### src/lsu_defs.svh
`ifndef LSU_DEFS_SVH
`define LSU_DEFS_SVH

// Virtual space is eight pages of 256 bytes
`define LSU_VADDR_W 11
`define LSU_PAGE_OFS_W 8
`define LSU_VPN_W 3

// Physical space is four pages, 1 KB in all
`define LSU_PPN_W 2
`define LSU_PADDR_W (`LSU_PPN_W + `LSU_PAGE_OFS_W)

// Word-wide data memory
`define LSU_MEM_WORDS 256
`define LSU_MEM_IDX_W ($clog2(`LSU_MEM_WORDS))

`endif

### src/lsu_pkg.sv
`default_nettype none
`include "lsu_defs.svh"

package lsu_pkg;

    typedef enum logic [2:0] {
        cmd_none  = 3'd0,
        cmd_load  = 3'd1,
        cmd_store = 3'd2,
        cmd_amo   = 3'd3,
        cmd_lr    = 3'd4,
        cmd_sc    = 3'd5
    } lsu_cmd_e;

    typedef enum logic [1:0] {
        size_byte = 2'd0,
        size_half = 2'd1,
        size_word = 2'd2
    } lsu_size_e;

    typedef enum logic [3:0] {
        amo_swap = 4'd0,
        amo_add  = 4'd1,
        amo_xor  = 4'd2,
        amo_and  = 4'd3,
        amo_or   = 4'd4,
        amo_min  = 4'd5,
        amo_max  = 4'd6,
        amo_minu = 4'd7,
        amo_maxu = 4'd8
    } amo_op_e;

    typedef struct packed {
        logic [1:0] pad;
        lsu_size_e  size;
        logic       is_signed;
    } mem_op_t;

    typedef struct packed {
        amo_op_e op;
        logic    pad;
    } amo_view_t;

    // mem view for load, store, lr and sc; amo view for cmd_amo
    typedef union packed {
        mem_op_t   mem;
        amo_view_t amo;
    } lsu_op_u;

    typedef struct packed {
        lsu_cmd_e    cmd;
        lsu_op_u     op;
        logic [31:0] rs1;
        logic [11:0] imm;
        logic [31:0] rs2;
    } lsu_req_t;

    typedef struct packed {
        logic [31:0] data;
        logic [31:0] vaddr;
        logic        load_fault;
        logic        store_fault;
    } lsu_resp_t;

    typedef struct packed {
        logic                  valid;
        logic                  writable;
        logic [`LSU_PPN_W-1:0] ppn;
    } page_entry_t;

    typedef struct packed {
        logic [`LSU_MEM_IDX_W-1:0] idx;
        logic                      we;
        logic [3:0]                mask;
        logic [31:0]               wdata;
        logic                      reserve;
        logic                      cond;
    } mem_req_t;

endpackage

`default_nettype wire

### src/lsu_page_map.sv
`timescale 1ns/1ps
`default_nettype none
`include "lsu_defs.svh"

module lsu_page_map (
    input  logic                      clk,
    input  logic                      rst,
    input  logic                      cfg_we,
    input  logic [`LSU_VPN_W-1:0]     cfg_index,
    input  lsu_pkg::page_entry_t      cfg_entry,
    input  logic                      xlate_en,
    input  logic                      is_write,
    input  logic [`LSU_VADDR_W-1:0]   vaddr,
    output logic [`LSU_PADDR_W-1:0]   paddr,
    output logic                      fault
);

    lsu_pkg::page_entry_t entries [1 << `LSU_VPN_W];
    lsu_pkg::page_entry_t hit;

    // Upper address bits select the entry
    assign hit = entries[vaddr[`LSU_VADDR_W-1 -: `LSU_VPN_W]];

    always_ff @(posedge clk) begin
        if (rst) begin
            for (int i = 0; i < (1 << `LSU_VPN_W); i++) begin
                entries[i] <= '0;
            end
        end else if (cfg_we) begin
            entries[cfg_index] <= cfg_entry;
        end
    end

    always_ff @(posedge clk) begin
        if (rst) begin
            fault <= 1'b0;
        end else if (xlate_en) begin
            fault <= !hit.valid || (is_write && !hit.writable);
        end
    end

    always_ff @(posedge clk) begin
        if (xlate_en) begin
            paddr <= {hit.ppn, vaddr[`LSU_PAGE_OFS_W-1:0]};
        end
    end

    // Map is only rewritten while no command is translating
    assert property (@(posedge clk) disable iff (rst) !(cfg_we && xlate_en));

endmodule

`default_nettype wire

### config.mk
export PLATFORM = sky130hd
export DESIGN_NAME = lsu_page_map
export DESIGN_NICKNAME = d
export VERILOG_FILES = /design/src/lsu_pkg.sv /design/src/lsu_page_map.sv
export VERILOG_INCLUDE_DIRS = /design/src
export SDC_FILE = /design/constraint.sdc
export NUM_CORES = 1
export LEC_CHECK = 0
export ABC_CLOCK_PERIOD_IN_PS = 2400
export BUFFER_PORTS_ARGS = -buffer_cell sky130_fd_sc_hd__buf_2
export CAP_MARGIN = 0
export CORE_MARGIN = 4
export CORE_UTILIZATION = 32
export CTS_CLUSTER_DIAMETER = 50
export CTS_CLUSTER_SIZE = 10
export DETAILED_ROUTE_END_ITERATION = 8
export GPL_ROUTABILITY_DRIVEN = 0
export HOLD_SLACK_MARGIN = 0.1
export PLACE_DENSITY = 0.59
export REMOVE_ABC_BUFFERS = 1
export SYNTH_ARGS = -nofsm -noshare
export SYNTH_HDL_FRONTEND = slang
export SYNTH_SLANG_ARGS = --single-unit
### constraint.sdc
create_clock -name clk -period 2.4 [get_ports clk]
set_input_delay 0.48 -clock clk [delete_from_list [all_inputs] [get_ports clk]]
set_output_delay 0.48 -clock clk [all_outputs]
set_load 0.02 [all_outputs]
==> reports/metrics.yaml <==
relSlewSlack_pct: 74.4
pwr-share-seq_pct: 56.3
fp.coreArea_sq_mm: 0.00564
area_growth_pct: 18.1
synth_warnings: 0
dr.pass1.iters: 4
synth_area_sq_mm: 0.00190
synth.most_common_cell: "edfxtp_1"
rows: 27
grt_pass1_wl_mm: 5.35
fp.dieW_um: 85.0
drc: 0
synth_seq_cells: 43
cts-htree-levels: 2
rsz0062_at_grt: "no"
grt_overflow_total: 0
synthTopCellsByCount: "edfxtp_1, and2_1, mux4_1, or2_2, nor2_1"
start_util_pct: 33.6
crit_required_ns: 2.41
dr.first_iter.drc_count: 48
synth_top_area_share_pct: 66.5
clk-insertion-delay-late_ns: 0.29
setup_viol: 0
die_y_um: 85.0
end_kind: "flip-flop"
wl_per_cell_um: 15.8
powerDensity_mw_per_mm2: 704
hold_path.class: "input pin to flip-flop"
post_cts_resize_count: 0
ioPinCount: 34
r2r_end: "fault"
cts_buffers: 5
cp.arrival_ns: 1.71
synthFlopType: "edfxtp_1"
r2r-start: "entries[1][3]"
slew_violations: 0
min_from: "vaddr[5]"
async_reset_ff_share_pct: 0
ant_nets: 0
status: "finished clean"
cp-start-kind: "input pin"
period_needed_ns: 1.70
cts.clk_slew.worst_paths_ns: 0.08
multi_input_area_sq_um: 597
min_to: "paddr[5]"
switching_share_pct: 21.1
regToRegSetupSlack_ns: 0.86
antenna_cells: 0
timing.final.crit_share_pct: 71.0
ctsHoldBuffers: 0
hpwlAfterDp_mm: 2.59
fillers: 539
drt_wl_total_mm: 3.55
grt_start_max_net_pins: 14
syn_inst: 115
die_area_sq_mm: 0.00722
synth_cell_types: 16
final_util_pct: 39.7
grt.total_usage_pct: 9.96
tightest_slew_ns: 0.381
internal_power_mw: 1.24
grt_antenna_before_repair: 0
port_buffers: 33
fin_nets: 175
p_leak_nw: 0.850
ys_top_cells_by_area: "edfxtp_1, mux4_1, and2_1"
fin_skew_ns: 0.00927
cts_tree: "built"
regArea_sq_mm: 0.00128
avgViaCountPerCell: 4.60
irDropWorstVdd_uv: 336
p_comb_share_pct: 9.1
maxCapViolations: 0
net-switching-power_mw: 0.333
grt_pass1_vias: 1014
crit_fanout: 11
holdPathStages: 1
synth_area_leader_cell: "edfxtp_1"
r2r_cells: 3
seq_area_frac_synth_pct: 67.5
clkSinkCount: 43
synth_area_per_cell_sq_um: 16.5
max_freq_mhz: 587
crit_type: "input pin to flip-flop"
clock_path_buffers: 2
final_hold_viol_count: 0
synth_edf_count: 42
cts_root_buffer: "clkbuf_8"
vias: 1034
fin_tns_setup_ns: 0
cts_setup_buffers: 0
drive_gt1_share_pct: 34.6
power_frac_clock_pct: 34.5
## final cells by class
cell class	instances	area share (%)
flip-flops and latches	43	57.2
multi-input cells	69	26.6
repair buffers	33	7.37
well taps	72	4.02
clock buffers	5	3.07
clock inverters	3	1.73
## stage by stage
step | cell area, sq um | power (mW) | hold slack, ns | instances | setup slack (ns)
4_1_cts | 2240 | 1.60 | 0.348 | 225 | 0.710
5_1_grt | 2240 | 1.63 | 0.357 | 225 | 0.617
6_report | 2240 | 1.58 | 0.364 | 225 | 0.697
3_5_place_dp | 2130 | 1.05 | 0.542 | 217 | 0.396
3_3_place_gp | 2130 | 1.05 | 0.540 | 217 | 0.452
2_1_floorplan | 1880 | 0.981 | 0.548 | 112 | 0.691
## routing by layer
layer | track usage (%) | up-vias | part of all wire, %
met5 | 0 | - | 0
met4 | 3.02 | 0 | 1.1
met3 | 3.79 | 4 | 7.6
met2 | 14.7 | 38 | 44
met1 | 13.6 | 484 | 47
li1 | - | 508 | -
## worst max-delay path, stage by stage
cell,delay [ns]
buf_2,0.17
or3b_2,0.51
nor3_1,0.32
or2_2,0.23
## sequential cells by signal, summed over array words and instances, names as in the netlist
register,cells
entries,32
paddr,10
fault,1
## power by group through the flow
stage                     Sequential [mW]  Clock [mW]  Combinational [mW]
after floorplan                     0.922           0              0.0598
after global placement              0.905           0               0.144
after detailed placement            0.907           0               0.146
after CTS                           0.890       0.559               0.147
after global routing                0.893       0.584               0.157
final                               0.889       0.545               0.144
## kinds of logic (layout without fill, tap and decap cells)
logic type             after synthesis  count (layout)  share of synthesized area, %
multiplexers                        11              11                          12.9
AO/OA/AOI/OAI                        2               2                          1.25
buffers and inverters                3              41                         0.990
AND/OR/NAND/NOR                     56              56                          17.3
flip-flops                          43              43                          67.5
## cell usage in the layout, fill, tap and decap left out, drive strengths merged
cell type,Yosys,routed
clkbuf,2,5
or2,8,8
nand2,2,2
nor3,2,2
clkinv,0,2
a311oi,1,1
o22a,1,1
mux2,3,3
buf,1,33
dfxtp,1,1
nor2,7,7
mux4,8,8
edfxtp,42,42
bufinv,0,1
or3b,1,1
and2,32,32
nand3b,1,1
nand2b,3,3
## how the worst max path moves through the flow
stage | end | cells past startpoint | slack, ns | from
final | entries[0][2] | 4 | 0.70 | rst
after global placement | entries[0][2] | 4 | 0.45 | rst
after CTS | entries[0][0] | 4 | 0.71 | rst
after detailed placement | entries[0][0] | 4 | 0.40 | rst
after global routing | entries[0][0] | 4 | 0.62 | rst
after floorplan | entries[0][0] | 3 | 0.69 | cfg_index[1]
(Power assumes the default switching activity.)
