`src/lsu_defs.svh`:
```
`ifndef LSU_DEFS_SVH
`define LSU_DEFS_SVH

// Virtual space is eight pages of 256 bytes
`define LSU_VADDR_W 11
`define LSU_PAGE_OFS_W 8
`define LSU_VPN_W 3

// Physical space is four pages, 1 KB in all
`define LSU_PPN_W 2
`define LSU_PADDR_W (`LSU_PPN_W + `LSU_PAGE_OFS_W)

// Word-wide data memory
`define LSU_MEM_WORDS 256
`define LSU_MEM_IDX_W ($clog2(`LSU_MEM_WORDS))

`endif

```
`src/lsu_pkg.sv`:
```
`default_nettype none
`include "lsu_defs.svh"

package lsu_pkg;

    typedef enum logic [2:0] {
        cmd_none  = 3'd0,
        cmd_load  = 3'd1,
        cmd_store = 3'd2,
        cmd_amo   = 3'd3,
        cmd_lr    = 3'd4,
        cmd_sc    = 3'd5
    } lsu_cmd_e;

    typedef enum logic [1:0] {
        size_byte = 2'd0,
        size_half = 2'd1,
        size_word = 2'd2
    } lsu_size_e;

    typedef enum logic [3:0] {
        amo_swap = 4'd0,
        amo_add  = 4'd1,
        amo_xor  = 4'd2,
        amo_and  = 4'd3,
        amo_or   = 4'd4,
        amo_min  = 4'd5,
        amo_max  = 4'd6,
        amo_minu = 4'd7,
        amo_maxu = 4'd8
    } amo_op_e;

    typedef struct packed {
        logic [1:0] pad;
        lsu_size_e  size;
        logic       is_signed;
    } mem_op_t;

    typedef struct packed {
        amo_op_e op;
        logic    pad;
    } amo_view_t;

    // mem view for load, store, lr and sc; amo view for cmd_amo
    typedef union packed {
        mem_op_t   mem;
        amo_view_t amo;
    } lsu_op_u;

    typedef struct packed {
        lsu_cmd_e    cmd;
        lsu_op_u     op;
        logic [31:0] rs1;
        logic [11:0] imm;
        logic [31:0] rs2;
    } lsu_req_t;

    typedef struct packed {
        logic [31:0] data;
        logic [31:0] vaddr;
        logic        load_fault;
        logic        store_fault;
    } lsu_resp_t;

    typedef struct packed {
        logic                  valid;
        logic                  writable;
        logic [`LSU_PPN_W-1:0] ppn;
    } page_entry_t;

    typedef struct packed {
        logic [`LSU_MEM_IDX_W-1:0] idx;
        logic                      we;
        logic [3:0]                mask;
        logic [31:0]               wdata;
        logic                      reserve;
        logic                      cond;
    } mem_req_t;

endpackage

`default_nettype wire

```
`src/lsu_value_unit.sv`:
```
`timescale 1ns/1ps
`default_nettype none

module lsu_value_unit (
    input  lsu_pkg::lsu_size_e size,
    input  logic               signed_ld,
    input  logic [1:0]         byte_ofs,
    input  logic [31:0]        rdata,
    output logic [31:0]        load_value,
    input  logic [31:0]        store_data,
    output logic [31:0]        merged_data,
    output logic [3:0]         byte_mask
);

    logic [4:0]  shamt;
    logic [63:0] rd_rot;
    logic [31:0] rd_sh;
    logic [63:0] wd_rot;
    logic [3:0]  mask_base;
    logic [7:0]  mask_rot;

    assign shamt = {byte_ofs, 3'b000};

    // Rotate right so the addressed byte sits in lane 0
    assign rd_rot = {rdata, rdata} >> shamt;
    assign rd_sh  = rd_rot[31:0];

    always_comb begin
        case (size)
            lsu_pkg::size_byte: begin
                load_value = {{24{signed_ld & rd_sh[7]}}, rd_sh[7:0]};
            end
            lsu_pkg::size_half: begin
                load_value = {{16{signed_ld & rd_sh[15]}}, rd_sh[15:0]};
            end
            default: begin
                load_value = rd_sh;
            end
        endcase
    end

    // Store side rotates left, lanes wrap within the word
    assign wd_rot      = {store_data, store_data} << shamt;
    assign merged_data = wd_rot[63:32];

    always_comb begin
        case (size)
            lsu_pkg::size_byte: mask_base = 4'b0001;
            lsu_pkg::size_half: mask_base = 4'b0011;
            default:            mask_base = 4'b1111;
        endcase
    end

    assign mask_rot  = {mask_base, mask_base} << byte_ofs;
    assign byte_mask = mask_rot[7:4];

endmodule

`default_nettype wire

```
`config.mk`:
```
export PLATFORM = sky130hd
export DESIGN_NAME = lsu_value_unit
export DESIGN_NICKNAME = d
export VERILOG_FILES = /design/src/lsu_pkg.sv /design/src/lsu_value_unit.sv
export VERILOG_INCLUDE_DIRS = /design/src
export SDC_FILE = /design/constraint.sdc
export NUM_CORES = 1
export LEC_CHECK = 0
export BUFFER_PORTS_ARGS = -buffer_cell sky130_fd_sc_hd__buf_2
export CORE_MARGIN = 3
export CORE_UTILIZATION = 25
export DETAILED_ROUTE_END_ITERATION = 8
export SYNTH_ARGS = -nofsm -noshare
export SYNTH_HDL_FRONTEND = slang
export SYNTH_SLANG_ARGS = --single-unit
```
`constraint.sdc`:
```
create_clock -name vclk -period 4.3
set_input_delay 1.075 -clock vclk [all_inputs]
set_output_delay 1.075 -clock vclk [all_outputs]
set_load 0.005 [all_outputs]
```
==> results of run 1 <==
power breakdown:
group | internal [mW] | total (mW) | switching [mW]
Clock | 0 | 0 | 0
Sequential | 0 | 0 | 0
Combinational | 0.182 | 0.325 | 0.143
cell families (layout without fill, tap and decap cells):
group	Yosys count	count (layout)	synth area share (%)
AND/OR/NAND/NOR	34	34	7.008
multiplexers	67	67	78.46
buffers and inverters	23	145	6.749
AO/OA/AOI/OAI	28	28	7.787
synthesized netlist by cell type, types with 2 or more instances:
master     n
mux4_2    65
clkbuf_1   5
nor2_1     4
nand2b_1   2
nand2_1   26
buf_2     11
buf_6      2
o21ai_0   16
o21ai_1    8
o21ai_2    2
nand3_1    2
buf_4      4
worst max-delay path by stage:
stage	from	endpoint	slack [ps]	depth (start not counted)
after floorplan	byte_ofs[1]	load_value[16]	1070	5
after global placement	size[0]	load_value[25]	540	5
after detailed placement	size[0]	load_value[22]	460	5
after CTS	size[0]	load_value[22]	460	5
after global routing	size[0]	load_value[22]	310	5
final	size[0]	load_value[22]	470	5
routing by layer:
layer	track usage, %	routed length [um]	share of wire [%]
met1	18.34	2563	41
met3	0.5609	337	5.4
met2	24.01	3299	53
met5	0	0	0
met4	0.8424	38	0.61
through the flow:
stage                     cell area [um^2]  cells  power (mW)
final                                 2694    373      0.3251
after CTS                             2694    373      0.3304
after global placement                2694    373      0.3238
after detailed placement              2694    373      0.3298
after global routing                  2694    373      0.3570
after floorplan                       1928    152      0.1910
area by class of cell:
class	instances	area share, %
multi-input cells	129	66.74
well taps	99	4.598
repair buffers	144	28.52
inverters	1	0.1393
==> metrics.txt, run 1 <==
ratio of cells with drive above 1 in the final layout 77.37%; post-place setup slack 458.9 ps; Setup Buffers After CTS 0; footprint of the multi-input gates 1798 um^2; initial antenna violation count 0; GP Congestion 0.7370; initial core utilization 26.16%; post-synthesis sequential area ratio 0%; # resized after CTS 0; ANT nets after route 0; crit path time final 3828 ps; Critical Path AT 2750 ps; max-cap violations 0; number of hold violations in the final report 0; crit-path max cell delay 640 ps; die footprint 8802 um^2; I/O Buffers 137; leakage 1.161 nW; Post-Syn Area 1928 um^2; Worst Hold Class input pin to output port; largest net degree at the start of global routing 58; Worst Hold Depth 3; Ant. Diodes 0; share of the synthesized area in the top cell type 75.92%; post-synth top area cell mux4_2; hold_ws 2571 ps; RSZ-0062 raised after global routing false; CP bufs+invs 2; worst path required time 3220 ps; Horiz. Die Dim 93.82 um; Cell variety after synth 17; First-pass DRT Iterations 4; Final Util 36.55%; Rows 31; f_max 261.3 MHz; via count 2020; Max IR drop VDD 68.09 uV; first-pass GRT wire length 9722 um; Filler cells 782; kind of critical path input pin to output port; grt ovf 0; # clk buffers 0; commonest non-fill, non-tap cell in the layout buf_2; setup slack after layout 472.5 ps; setup TNS 0 ps; hold_sp store_data[28]; dominant cells by area after synthesis mux4_2 76%, nand2_1 5.1%, o21ai_0 4.2%, buf_2 2.9%, o21ai_1 2.1%; Final period util 89.01%; commonest non-fill, non-tap cells in the layout 135 x buf_2, 65 x mux4_2, 26 x nand2_1; Die H 93.82 um; YS warnings 0; critical path endpoint category output port; status completed; via density per instance 5.416; Syn Area/Cell 12.68 um^2; Mapped Cells 152; Register Area 0 um^2; gr usage total 13.24%; final slew viol count 0; hold path endpoint merged_data[28]; DRC Markers 0; core footprint 7370 um^2; Crit-path slowest cell mux4_1; Final setup viols 0; vias in the first global route 1944; power per standard cell area 120.7 nW/um^2; CTS hold repair buffers 0; routed len/inst 16.72 um; DR iter-0 viols 120; CP Launch Type input pin; final net count 345; Mapped Nets 221; # IOs 137; worst path cell trace buf_2 -> mux4_1 -> mux2i_4 -> o21ai_0 -> buf_2; Top delay family on crit path multiplexers; Post-DP HPWL 5082 um; routed wire length 6238 um; Area growth, synth to finish 39.71%; Rel. slew slack 56.91%; cell mode on critical path buf_2; Seq Cell Count 0; Worst-Margin Slew 646.4 ps; CP Max Fanout 16
(Power assumes the default switching activity.)
==> run 2, diff against run 1 <==
--- a/config.mk
+++ b/config.mk
@@ -10,6 +10,7 @@
 export CORE_MARGIN = 3
 export CORE_UTILIZATION = 25
 export DETAILED_ROUTE_END_ITERATION = 8
+export PLACE_DENSITY_LB_ADDON = 0.3
 export SYNTH_ARGS = -nofsm -noshare
 export SYNTH_HDL_FRONTEND = slang
 export SYNTH_SLANG_ARGS = --single-unit
==> run 2 against run 1 <==
Net effect:
- sequential share of layout area did not move
- hold slack improved by 2.1 ps
- maximum frequency fell by 1.7%
- power fell by 0.99%
- utilization fell by 0.27 points
- critical path depth did not move
- final cell count fell by 0.27%
- sequential cell count did not move
- combinational power barely moved
- largest cell class unchanged
==> metrics.txt, run 2 (synthesized netlist as in run 1, its figures left out) <==
vias in the first global route 1988 (was 1944); Filler cells 778 (was 782); largest net degree at the start of global routing 33 (was 58); crit path time final 3895 ps (was 3828 ps); commonest non-fill, non-tap cell in the layout buf_2 (unchanged); initial antenna violation count 1 (was 0); Area growth, synth to finish 38.68% (was 39.71%); Worst-Margin Slew 641.2 ps (was 646.4 ps); # clk buffers 0 (unchanged); Rows 31 (unchanged); post-place setup slack 408.8 ps (was 458.9 ps); ANT nets after route 0 (unchanged); commonest non-fill, non-tap cells in the layout 135 x buf_2, 65 x mux4_2, 26 x nand2_1 (unchanged); final net count 344 (was 345); Rel. slew slack 57.25% (was 56.91%); leakage 1.151 nW (was 1.161 nW); footprint of the multi-input gates 1798 um^2 (unchanged); number of hold violations in the final report 0 (unchanged); Die H 93.82 um (unchanged); cell mode on critical path buf_2 (unchanged); # resized after CTS 0 (unchanged); DR iter-0 viols 101 (was 120); core footprint 7370 um^2 (unchanged); DRC Markers 0 (unchanged); power per standard cell area 120.4 nW/um^2 (was 120.7 nW/um^2); Final Util 36.28% (was 36.55%); Horiz. Die Dim 93.82 um (unchanged); routed wire length 6442 um (was 6238 um); die footprint 8802 um^2 (unchanged); max-cap violations 0 (unchanged); critical path endpoint category output port (unchanged); setup TNS 0 ps (unchanged); Max IR drop VDD 40.67 uV (was 68.09 uV); ratio of cells with drive above 1 in the final layout 77.29% (was 77.37%); crit-path max cell delay 640 ps (about the same); status completed (unchanged); Critical Path AT 2820 ps (was 2750 ps); Ant. Diodes 0 (unchanged); gr usage total 13.95% (was 13.24%); # IOs 137 (unchanged); routed len/inst 17.32 um (was 16.72 um); Post-DP HPWL 5191 um (was 5082 um); first-pass GRT wire length 10140 um (was 9722 um); grt ovf 0 (unchanged); final slew viol count 0 (unchanged); CP Launch Type input pin (unchanged); CP Max Fanout 16 (unchanged); Worst Hold Class input pin to output port (unchanged); Register Area 0 um^2 (unchanged); f_max 256.7 MHz (was 261.3 MHz); worst path required time 3220 ps (about the same); Final setup viols 0 (unchanged); via density per instance 5.414 (was 5.416); Seq Cell Count 0 (unchanged); RSZ-0062 raised after global routing false (unchanged); CTS hold repair buffers 0 (unchanged); via count 2014 (was 2020); kind of critical path input pin to output port (unchanged); hold_ws 2573 ps (was 2571 ps); Crit-path slowest cell mux4_1 (unchanged); setup slack after layout 405.0 ps (was 472.5 ps); First-pass DRT Iterations 4 (unchanged); Setup Buffers After CTS 0 (unchanged); initial core utilization 26.16% (unchanged); worst path cell trace buf_2 -> mux4_1 -> mux2i_4 -> o21ai_0 -> buf_2 (unchanged); Final period util 90.58% (was 89.01%); I/O Buffers 137 (unchanged); total power draw 0.3219 mW (was 0.3251 mW); GP Congestion 0.8156 (was 0.7370)
[run 2: changes by cell type in the layout (fill, tap and decap cells not counted), sizes merged]
cell,before,now
buf,144,143
[run 2: critical path: cells and delay by family]
family / cells / cell delay (ps)
buf+inv: 2 / 440
mux: 2 / 1110
compound gates: 1 / 200
[run 2: layout make-up]
class                           count  area share (%)
Multi-Input combinational cell    129           67.24
Timing Repair Buffer              143           27.98
Tap cell                           99           4.633
Inverter                            1          0.1404
[run 2: metal layers]
metal  up-vias  global-route usage (%)  routed length, um
li1        906                       -                  -
met4         2                  0.6017                 27
met3         4                   1.122                324
met5         -                       0                  7
met1      1044                   18.99               2555
met2        58                   25.43               3528
[run 2: path summary, 6_finish.rpt]
check,startpoint,to,depth (start not counted)
setup / recovery,size[0],load_value[30],5
hold / removal,store_data[24],merged_data[24],3
[run 2: report_power, final]
group / switching (mW) / internal [mW] / total (mW) / leakage (nW)
clock network: 0 / 0 / 0 / 0
registers: 0 / 0 / 0 / 0
logic: 0.141 / 0.180 / 0.322 / 1.15
total: 0.141 / 0.180 / 0.322 / 1.15
[run 2: per-stage QoR]
stage,area [um^2],std cells
2_1_floorplan,1928,152
3_3_place_gp,2674,372
3_5_place_dp,2674,372
4_1_cts,2674,372
5_1_grt,2674,372
6_report,2674,372
