`config.mk`:
```
export PLATFORM = sky130hd
export DESIGN_NAME = lsu_ctrl
export DESIGN_NICKNAME = d
export VERILOG_FILES = /design/src/lsu_pkg.sv /design/src/lsu_ctrl.sv
export VERILOG_INCLUDE_DIRS = /design/src
export SDC_FILE = /design/constraint.sdc
export NUM_CORES = 1
export LEC_CHECK = 0
export BUFFER_PORTS_ARGS = -buffer_cell sky130_fd_sc_hd__buf_2
export CORE_ASPECT_RATIO = 0.5
export CORE_MARGIN = 1
export CORE_UTILIZATION = 52
export DETAILED_ROUTE_END_ITERATION = 10
export PLACE_DENSITY = 0.84
export SYNTH_ARGS = -nofsm -noshare
export SYNTH_HDL_FRONTEND = slang
export SYNTH_SLANG_ARGS = --single-unit
```
`constraint.sdc`:
```
create_clock -name clk -period 13 [get_ports clk]
set_input_delay 2.6 -clock clk [delete_from_list [all_inputs] [get_ports clk]]
set_output_delay 2.6 -clock clk [all_outputs]
set_load 0.1 [all_outputs]
```
`src/lsu_defs.svh`:
```
`ifndef LSU_DEFS_SVH
`define LSU_DEFS_SVH

// Virtual space is eight pages of 256 bytes
`define LSU_VADDR_W 11
`define LSU_PAGE_OFS_W 8
`define LSU_VPN_W 3

// Physical space is four pages, 1 KB in all
`define LSU_PPN_W 2
`define LSU_PADDR_W (`LSU_PPN_W + `LSU_PAGE_OFS_W)

// Word-wide data memory
`define LSU_MEM_WORDS 256
`define LSU_MEM_IDX_W ($clog2(`LSU_MEM_WORDS))

`endif

```
`src/lsu_pkg.sv`:
```
`default_nettype none
`include "lsu_defs.svh"

package lsu_pkg;

    typedef enum logic [2:0] {
        cmd_none  = 3'd0,
        cmd_load  = 3'd1,
        cmd_store = 3'd2,
        cmd_amo   = 3'd3,
        cmd_lr    = 3'd4,
        cmd_sc    = 3'd5
    } lsu_cmd_e;

    typedef enum logic [1:0] {
        size_byte = 2'd0,
        size_half = 2'd1,
        size_word = 2'd2
    } lsu_size_e;

    typedef enum logic [3:0] {
        amo_swap = 4'd0,
        amo_add  = 4'd1,
        amo_xor  = 4'd2,
        amo_and  = 4'd3,
        amo_or   = 4'd4,
        amo_min  = 4'd5,
        amo_max  = 4'd6,
        amo_minu = 4'd7,
        amo_maxu = 4'd8
    } amo_op_e;

    typedef struct packed {
        logic [1:0] pad;
        lsu_size_e  size;
        logic       is_signed;
    } mem_op_t;

    typedef struct packed {
        amo_op_e op;
        logic    pad;
    } amo_view_t;

    // mem view for load, store, lr and sc; amo view for cmd_amo
    typedef union packed {
        mem_op_t   mem;
        amo_view_t amo;
    } lsu_op_u;

    typedef struct packed {
        lsu_cmd_e    cmd;
        lsu_op_u     op;
        logic [31:0] rs1;
        logic [11:0] imm;
        logic [31:0] rs2;
    } lsu_req_t;

    typedef struct packed {
        logic [31:0] data;
        logic [31:0] vaddr;
        logic        load_fault;
        logic        store_fault;
    } lsu_resp_t;

    typedef struct packed {
        logic                  valid;
        logic                  writable;
        logic [`LSU_PPN_W-1:0] ppn;
    } page_entry_t;

    typedef struct packed {
        logic [`LSU_MEM_IDX_W-1:0] idx;
        logic                      we;
        logic [3:0]                mask;
        logic [31:0]               wdata;
        logic                      reserve;
        logic                      cond;
    } mem_req_t;

endpackage

`default_nettype wire

```
`src/lsu_ctrl.sv`:
```
`timescale 1ns/1ps
`default_nettype none
`include "lsu_defs.svh"

module lsu_ctrl (
    input  logic                    clk,
    input  logic                    rst,
    input  logic                    req_valid,
    output logic                    req_ready,
    input  lsu_pkg::lsu_req_t       req,
    output logic                    resp_valid,
    input  logic                    resp_ready,
    output lsu_pkg::lsu_resp_t      resp,
    output logic                    xlate_en,
    output logic                    is_write,
    output logic [`LSU_VADDR_W-1:0] vaddr,
    input  logic [`LSU_PADDR_W-1:0] paddr,
    input  logic                    xlate_fault,
    output logic                    mem_en,
    output lsu_pkg::mem_req_t       mem_req,
    input  logic [31:0]             load_value,
    output logic [31:0]             store_data,
    output lsu_pkg::lsu_size_e      store_size,
    output logic                    signed_ld,
    output logic [1:0]              byte_ofs,
    input  logic [31:0]             merged_data,
    input  logic [3:0]              byte_mask,
    input  logic [31:0]             mem_rdata,
    input  logic                    sc_fail
);

    typedef enum logic [2:0] {
        st_idle      = 3'd0,
        st_translate = 3'd1,
        st_read      = 3'd2,
        st_calc      = 3'd3,
        st_write     = 3'd4,
        st_respond   = 3'd5
    } state_e;

    state_e             state;
    lsu_pkg::lsu_req_t  req_q;
    logic [31:0]        addr_q;
    logic [31:0]        old_q;
    logic [31:0]        amo_res;
    logic               is_amo;
    logic               is_st;
    logic               resp_load;
    lsu_pkg::lsu_resp_t resp_next;

    function automatic logic [31:0] amo_alu(lsu_pkg::amo_op_e op, logic [31:0] src,
                                            logic [31:0] old);
        case (op)
            lsu_pkg::amo_swap: return src;
            lsu_pkg::amo_add:  return src + old;
            lsu_pkg::amo_xor:  return src ^ old;
            lsu_pkg::amo_and:  return src & old;
            lsu_pkg::amo_or:   return src | old;
            lsu_pkg::amo_min:  return ($signed(src) < $signed(old)) ? src : old;
            lsu_pkg::amo_max:  return ($signed(src) > $signed(old)) ? src : old;
            lsu_pkg::amo_minu: return (src < old) ? src : old;
            lsu_pkg::amo_maxu: return (src > old) ? src : old;
            default:           return old;
        endcase
    endfunction

    assign is_amo = req_q.cmd == lsu_pkg::cmd_amo;
    assign is_st  = req_q.cmd inside {lsu_pkg::cmd_store, lsu_pkg::cmd_sc};

    assign req_ready = (state == st_idle) && !resp_valid;
    assign xlate_en  = state == st_translate;
    assign is_write  = is_st || is_amo;
    assign vaddr     = addr_q[`LSU_VADDR_W-1:0];

    // Faulting commands never reach memory
    assign mem_en = (state == st_read || state == st_write) && !xlate_fault;

    always_comb begin
        mem_req         = '0;
        mem_req.idx     = paddr[`LSU_PADDR_W-1:2];
        mem_req.we      = state == st_write;
        mem_req.mask    = byte_mask;
        mem_req.wdata   = merged_data;
        mem_req.reserve = (state == st_read) && (req_q.cmd == lsu_pkg::cmd_lr);
        mem_req.cond    = (state == st_write) && (req_q.cmd == lsu_pkg::cmd_sc);
    end

    // Atomics always move a whole aligned word
    assign store_data = is_amo ? amo_res : req_q.rs2;
    assign store_size = is_amo ? lsu_pkg::size_word : req_q.op.mem.size;
    assign signed_ld  = req_q.op.mem.is_signed;
    assign byte_ofs   = is_amo ? 2'b00 : addr_q[1:0];

    always_comb begin
        resp_next       = '0;
        resp_next.vaddr = (req_q.cmd == lsu_pkg::cmd_none) ? 32'd0 : addr_q;
        resp_load       = 1'b0;
        case (state)
            st_read, st_write: begin
                if (xlate_fault) begin
                    resp_load             = 1'b1;
                    resp_next.store_fault = is_st;
                    resp_next.load_fault  = !is_st;
                end
            end
            st_respond: begin
                resp_load = 1'b1;
                case (req_q.cmd)
                    lsu_pkg::cmd_load, lsu_pkg::cmd_lr: resp_next.data = load_value;
                    lsu_pkg::cmd_amo:                   resp_next.data = old_q;
                    lsu_pkg::cmd_sc:                    resp_next.data = {31'd0, sc_fail};
                    default:                            resp_next.data = 32'd0;
                endcase
            end
            default: begin
                resp_load = 1'b0;
            end
        endcase
    end

    always_ff @(posedge clk) begin
        if (rst) begin
            state      <= st_idle;
            resp_valid <= 1'b0;
        end else begin
            if (resp_load) begin
                resp_valid <= 1'b1;
            end else if (resp_ready) begin
                resp_valid <= 1'b0;
            end
            case (state)
                st_idle: begin
                    if (req_valid && req_ready) begin
                        state <= (req.cmd == lsu_pkg::cmd_none) ? st_respond : st_translate;
                    end
                end
                st_translate: state <= is_st ? st_write : st_read;
                st_read:      state <= xlate_fault ? st_idle : (is_amo ? st_calc : st_respond);
                st_calc:      state <= st_write;
                st_write:     state <= xlate_fault ? st_idle : st_respond;
                default:      state <= st_idle;
            endcase
        end
    end

    always_ff @(posedge clk) begin
        if (req_valid && req_ready) begin
            req_q  <= req;
            addr_q <= req.rs1 + {{20{req.imm[11]}}, req.imm};
        end
        if (state == st_calc) begin
            old_q   <= mem_rdata;
            amo_res <= amo_alu(req_q.op.amo.op, req_q.rs2, mem_rdata);
        end
        if (resp_load) begin
            resp <= resp_next;
        end
    end

    // Every memory access leads on to calc or respond
    assert property (@(posedge clk) disable iff (rst) mem_en |=> state != st_idle);

    assert property (@(posedge clk) disable iff (rst)
        resp_valid && !resp_ready |=> resp_valid && $stable(resp));

endmodule

`default_nettype wire

```
==> flow_summary.ini, run 1 <==
[setup_path]
r2r_setup_slack_ps = 8520
reg2reg_to = amo_res[2]
reg2reg_from = req_q[13]
critPathArrivalTime_ps = 6540
critPathKind = in -> reg
worstSetupStartpointType = input pin
r2r_cells = 11
endpoint_kind = flop
cp.required_ps = 13250
crit_fanout = 21

[placement]
dp_hpwl_um = 26200
gp_congestion = 0.922
port_buffers = 275
dpl_cell_area_um2 = 15300

[cts]
clkTransAtPathRegs_ps = 60
post_cts_buffers = 0
cts_resized = 0
clockBufferDepth = 3
hold_buffers = 0
htreeDepth = 1
worstSkewPairLatency_ps = 520
clockRootBuffer = clkbuf_16
clock-sinks = 206
cts_tree = yes
numCtsBuffers = 20

[floorplanning]
num_rows = 42
io_pins = 366
fp.dieH_um = 118
core_um2 = 26500
die_x_um = 234
initial_core_util_pct = 53.0
die-area_um2 = 27700

[global_routing]
antenna_found_initial = 2
grtUsageTotal_pct = 26.3
grt_max_degree = 80
overflow = 0
grt_pass1_vias = 11000
grt_pass1_wl_um = 57600

[yosys]
synth_ff_type = edfxtp_1
synth.distinct_cells = 78
synthMuxAreaShare_pct = 0.624
ys_ff_latch = 206
synth_edf_count = 202
syn_inst = 1417
syn_area_per_cell_um2 = 9.90
yosys.area_share.adder_pct = 11.6
synth.yosys.seq_area_share_pct = 43.8
async_reset_ff_share_pct = 0
syn_area_um2 = 14000
syn_nets = 1746
yosysWarnings = 0
synthSimpleGateAreaFrac_pct = 13.9
synth_top_family_by_area = compound AO/OA/AOI/OAI gates
synth-compound-area-share_pct = 20.1
synth_xor_area_share_pct = 2.37

[drt]
drc = 1
via_per_inst = 5.79
drt_iter0_drc = 933
wl_um = 36500
dr.pass1.iters = 8
vias = 11400
post_drt_wl_per_cell_um = 18.5
drtAntennaViolNets = 0

[power_and_ir_drop]
power.leakage_nw = 6.72
powerDensity_nw_per_um2 = 181
peakVddDrop_mv = 0.106

[timing]
tightest_slew_ps = 1130
setup_viol = 0
min_period_over_period_pct = 48.4
slew_headroom_pct = 24.8
fin_crit_ps = 6290
rsz0062_at_grt = false
setup_tns_ps = 0
hold_viol_final = 0
fmax_mhz = 159
fin_skew_ps = 12.1
slew_violations = 0

[layout]
layout_common_cells = buf_2, edfxtp_1, ha_1
n_fill_cell = 2269
nNetsFinal = 1931
fin_area_um2 = 15900
mostFrequentLayoutCell = buf_2
area_delta_synth_final_pct = 13.6
drive_above_1_share_pct = 21.2

[run_status]
outcome = finished with violations
violations = design-rule violations

[worst_hold_path]
whs_endpoint = resp[27]
hold_start = addr_q[25]
min_path_cells = 1
hold_path.class = reg -> reg

[job]
cap_violations = 0
per-stage QoR:
step | total power [mW] | setup slack (ps) | instances | util, % | hold WS [ps]
final | 2.89 | 6710 | 1970 | 60.2 | 533
after global routing | 3.02 | 6420 | 1970 | 60.2 | 552
after CTS | 2.89 | 6780 | 1968 | 60.2 | 536
after detailed placement | 2.29 | 6260 | 1932 | 57.6 | 520
after global placement | 2.27 | 6310 | 1932 | 57.6 | 517
after floorplan | 2.10 | 6470 | 1417 | - | 509
metal layers:
metal / global-route usage (%) / vias to the layer above / wire length [um]
met4: 12.2 / 0 / 1710
met5: 0 / - / 0
li1: - / 5502 / -
met3: 3.31 / 105 / 1780
met2: 45.5 / 388 / 18100
met1: 32.7 / 5408 / 15000
report_power, final:
group          switching (mW)  total, mW  leakage [nW]  internal [mW]
Sequential             0.0579      0.930          1.91          0.873
Combinational            1.01       1.35          4.50          0.337
Clock                   0.261      0.606         0.319          0.346
Total                    1.33       2.89          6.72           1.56
Yosys cell counts (6+ instances only):
cell / count / area (um2)
nand3b_1: 6 / 45.0
a221o_1: 28 / 280
ha_1: 127 / 1590
o21a_1: 12 / 90.1
a22oi_1: 43 / 323
o21bai_1: 9 / 67.6
nand2_1: 115 / 432
o211ai_1: 21 / 158
inv_1: 91 / 342
nand4_1: 7 / 43.8
a211oi_1: 12 / 90.1
and2_1: 9 / 56.3
xnor2_1: 25 / 219
xor2_1: 13 / 114
buf_2: 7 / 35.0
a31oi_1: 9 / 56.3
o22ai_1: 6 / 37.5
nor3_1: 17 / 85.1
a221oi_1: 9 / 78.8
nor2b_1: 48 / 300
o21ai_0: 107 / 536
and3_1: 9 / 56.3
a21o_1: 37 / 278
a21oi_1: 77 / 385
nand2b_1: 13 / 81.3
buf_4: 57 / 428
nand3_1: 26 / 130
edfxtp_1: 202 / 6070
nor2_1: 121 / 454
or3_1: 8 / 50.1
nor4_1: 9 / 56.3
clkbuf_1: 49 / 184
a211o_1: 6 / 52.6
logic make-up (layout without fill, tap and decap cells):
family          after synthesis  after routing
xor+xnor                     38             38
buf+inv                     216            415
other cells                   0              2
compound gates              419            419
simple gates                402            402
mux                           7              7
fa+ha+maj                   129            129
flops                       206            206
worst max-delay path by stage:
stage	startpoint	to	slack, ps	depth (start not counted)
2_1_floorplan	req_q[83]	mem_req[1]	6470	3
3_3_place_gp	mem_rdata[14]	amo_res[10]	6310	12
3_5_place_dp	mem_rdata[31]	amo_res[8]	6260	12
4_1_cts	mem_rdata[14]	amo_res[2]	6780	12
5_1_grt	mem_rdata[14]	amo_res[2]	6420	12
6_report	mem_rdata[14]	amo_res[2]	6710	12
final cells by class:
type	instances	area, um2	area share (%)
inverter	95	357	2.24
timing repair buffer	284	1440	9.06
antenna	2	5.00	0.0314
sequential	206	6150	38.6
clock inverter	12	148	0.926
tap	352	440	2.76
clock buffer	24	515	3.23
multi-input combinational	995	6880	43.2
worst max-delay path, stage by stage:
cell	delay, ps
buf_2	120
inv_1	60
ha_1	410
nor4_1	590
nand3_1	270
o21bai_1	260
a41oi_2	320
nor3b_4	170
xnor2_1	290
o32a_2	260
nand2_1	590
a221o_1	580
flip-flops by register name, summed over array words and instances (netlist names):
register    count
state           3
old_q          32
resp           66
signed_ld       1
req_q          39
addr_q         32
resp_valid      1
amo_res        32
Power figures use the tool's default switching activity.
==> run 2, diff against run 1 <==
--- a/config.mk
+++ b/config.mk
@@ -6,12 +6,13 @@
 export SDC_FILE = /design/constraint.sdc
 export NUM_CORES = 1
 export LEC_CHECK = 0
+export ABC_AREA = 1
 export BUFFER_PORTS_ARGS = -buffer_cell sky130_fd_sc_hd__buf_2
 export CORE_ASPECT_RATIO = 0.5
 export CORE_MARGIN = 1
 export CORE_UTILIZATION = 52
 export DETAILED_ROUTE_END_ITERATION = 10
-export PLACE_DENSITY = 0.84
+export PLACE_DENSITY = 0.83
 export SYNTH_ARGS = -nofsm -noshare
 export SYNTH_HDL_FRONTEND = slang
 export SYNTH_SLANG_ARGS = --single-unit
==> constraint.sdc (replaced) <==
create_clock -name clk -period 6.3 [get_ports clk]
set_input_delay 1.26 -clock clk [delete_from_list [all_inputs] [get_ports clk]]
set_output_delay 1.26 -clock clk [all_outputs]
set_load 0.1 [all_outputs]
==> run 2 against run 1 <==
Against the previous run:
- the run now ends clean
- design area grew 3.8%
- utilization rose by 1.3 points
- critical path depth grew 3
- combinational power increased to 2.5 times the previous value
- critical path type unchanged
- setup slack worse by 4700 ps
==> flow_summary.ini, run 2 <==
[yosys]
yosysMostFrequentCell = nand2_1
syn_area_per_cell_um2 = 8.46
synth_top_area_share_pct = 41.8
synth.distinct_cells = 53
synth_edf_count = 202
syn_nets = 2044
syn_area_um2 = 14500
synth.area.top_cells = edfxtp_1, ha_1, nand2_1, inv_1, a21oi_1
synth_largest_area_cell = edfxtp_1
synth.top_cells.by_count = nand2_1, inv_1, edfxtp_1
syn_inst = 1715
synth.yosys.seq_area_share_pct = 42.4
yosysWarnings = 0
ys_ff_latch = 206
synth_ff_type = edfxtp_1
async_reset_ff_share_pct = 0

[floorplanning]
io_pins = 366
num_rows = 42
initial_core_util_pct = 53.9
fp.dieH_um = 120
die_x_um = 238
core_um2 = 26900
die-area_um2 = 28600

[setup_path]
crit_fanout = 16
endpoint_kind = flop
critPathKind = in -> reg
cp.required_ps = 6580
r2r_cells = 14
critPathArrivalTime_ps = 4610
worstSetupStartpointType = input pin

[timing]
slew_headroom_pct = 26.8
setup_viol = 0
setup_tns_ps = 0
rsz0062_at_grt = false
fmax_mhz = 231
slew_violations = 0
tightest_slew_ps = 1100
layout_setup_ws_ps = 1970
fin_skew_ps = 18.4
min_period_over_period_pct = 68.8
hold_viol_final = 0
fin_crit_ps = 4330

[layout]
largest_register = resp
largest_register_ff_count = 66
area_delta_synth_final_pct = 14.0
final_cells = 2313
drive_above_1_share_pct = 18.7
nNetsFinal = 2253
mostFrequentLayoutCell = nand2_1
top_regs = resp (66), req_q (39)
layout_common_cells = nand2_1, buf_2, inv_1

[placement]
gp_congestion = 1.00
dp.cells = 2276
dp_hpwl_um = 31000
port_buffers = 275
post-place-ws_ps = 1520

[cts]
numCtsBuffers = 20
clkTransAtPathRegs_ps = 70
hold_buffers = 0
clock-sinks = 206
cts_resized = 0
post_cts_buffers = 0
cts_tree = yes
htreeDepth = 1
clockRootBuffer = clkbuf_16
worstSkewPairLatency_ps = 530
clockBufferDepth = 3

[drt]
dr.pass1.iters = 5
drt_iter0_drc = 1112
via_per_inst = 5.61
post_drt_wl_per_cell_um = 17.9
drtAntennaViolNets = 0
wl_um = 41400
drc = 0
vias = 13000

[global_routing]
antenna_found_initial = 0
gr-usage-met3_pct = 4.23
overflow = 0
grt_pass1_wl_um = 63800
grtUsageTotal_pct = 28.5
met1_usage_pct = 38.3
grt_pass1_vias = 12100
met2_usage_pct = 46.8
busiest_layer = met2
grt_max_degree = 68

[run_status]
outcome = finished clean

[power_and_ir_drop]
power.leakage_nw = 7.49
powerDensity_nw_per_um2 = 404
peakVddDrop_mv = 0.233

[worst_hold_path]
min_path_cells = 2
hold_path.class = reg -> reg

[job]
cap_violations = 0
## run 2: cell count changes in the layout (fill, tap and decap cells not counted), sizes merged, moves of 13 or more
| cell | before | now |
|---|---|---|
| inv | 95 | 219 |
| a21o | 38 | 8 |
| nor2 | 121 | 180 |
| nand3 | 27 | 84 |
| nor2b | 48 | 0 |
| a221o | 28 | 0 |
| xnor2 | 25 | 11 |
| nand2 | 115 | 343 |
| nand4 | 7 | 20 |
| a21oi | 79 | 140 |
| nand2b | 13 | 0 |
## run 2: worst max-delay path: stages
cell and delay, ps:
buf_2 150, inv_1 110, ha_1 440, nor2_2 150
nand2_1 80, nor2_2 120, nand3_2 120, nor2_2 250
nand4_1 550, nand3_1 310, nand2_1 170, inv_2 170
nand4_4 360, a21oi_1 270, nand2_1 60
## run 2: cell type report
cell class / instances / area (um2)
Antenna cell: 1 / 2.50
Sequential cell: 206 / 6150
Multi-Input combinational cell: 1192 / 6950
Fill cell: 2365 / 10400
Inverter: 219 / 822
Clock buffer: 23 / 512
Timing Repair Buffer: 285 / 1450
Clock inverter: 13 / 184
Tap cell: 374 / 468
## run 2: cell families after synthesis
group / synth area share, %
AND/OR/NAND/NOR: 19.7
AO/OA/AOI/OAI: 14.7
buffers and inverters: 9.91
flip-flops: 42.4
adder cells (fa/ha/maj): 11.2
XOR/XNOR: 2.11
## run 2: per-stage QoR
| step | instance area, um2 | hold slack [ps] | util, % | power, mW |
|---|---|---|---|---|
| final | 16500 | 546 | 61.5 | 6.68 |
| after global routing | 16500 | 567 | 61.5 | 7.00 |
| after CTS | 16500 | 549 | 61.5 | 6.67 |
| after detailed placement | 15800 | 532 | 58.9 | 5.36 |
| after global placement | 15800 | 526 | 58.9 | 5.31 |
| after floorplan | 14500 | 519 | - | 4.80 |
## run 2: power by group
part / total (mW) / internal, mW / switching, mW / leakage, nW
combinational: 3.38 / 0.708 / 2.67 / 5.25
sequential: 1.99 / 1.86 / 0.125 / 1.90
clock: 1.31 / 0.755 / 0.558 / 0.338
## run 2: worst paths after layout
path,from,endpoint,slack [ps]
hold / removal,addr_q[20],resp[22],550
setup reg to reg,req_q[31],amo_res[7],2400
setup / recovery,mem_rdata[31],amo_res[7],1970
hold reg to reg,addr_q[20],resp[22],550
## run 2: metal layers
layer	wire length, um	vias up
li1	-	6218
met5	0	-
met1	17900	6145
met4	1440	0
met3	3140	85
met2	18900	521
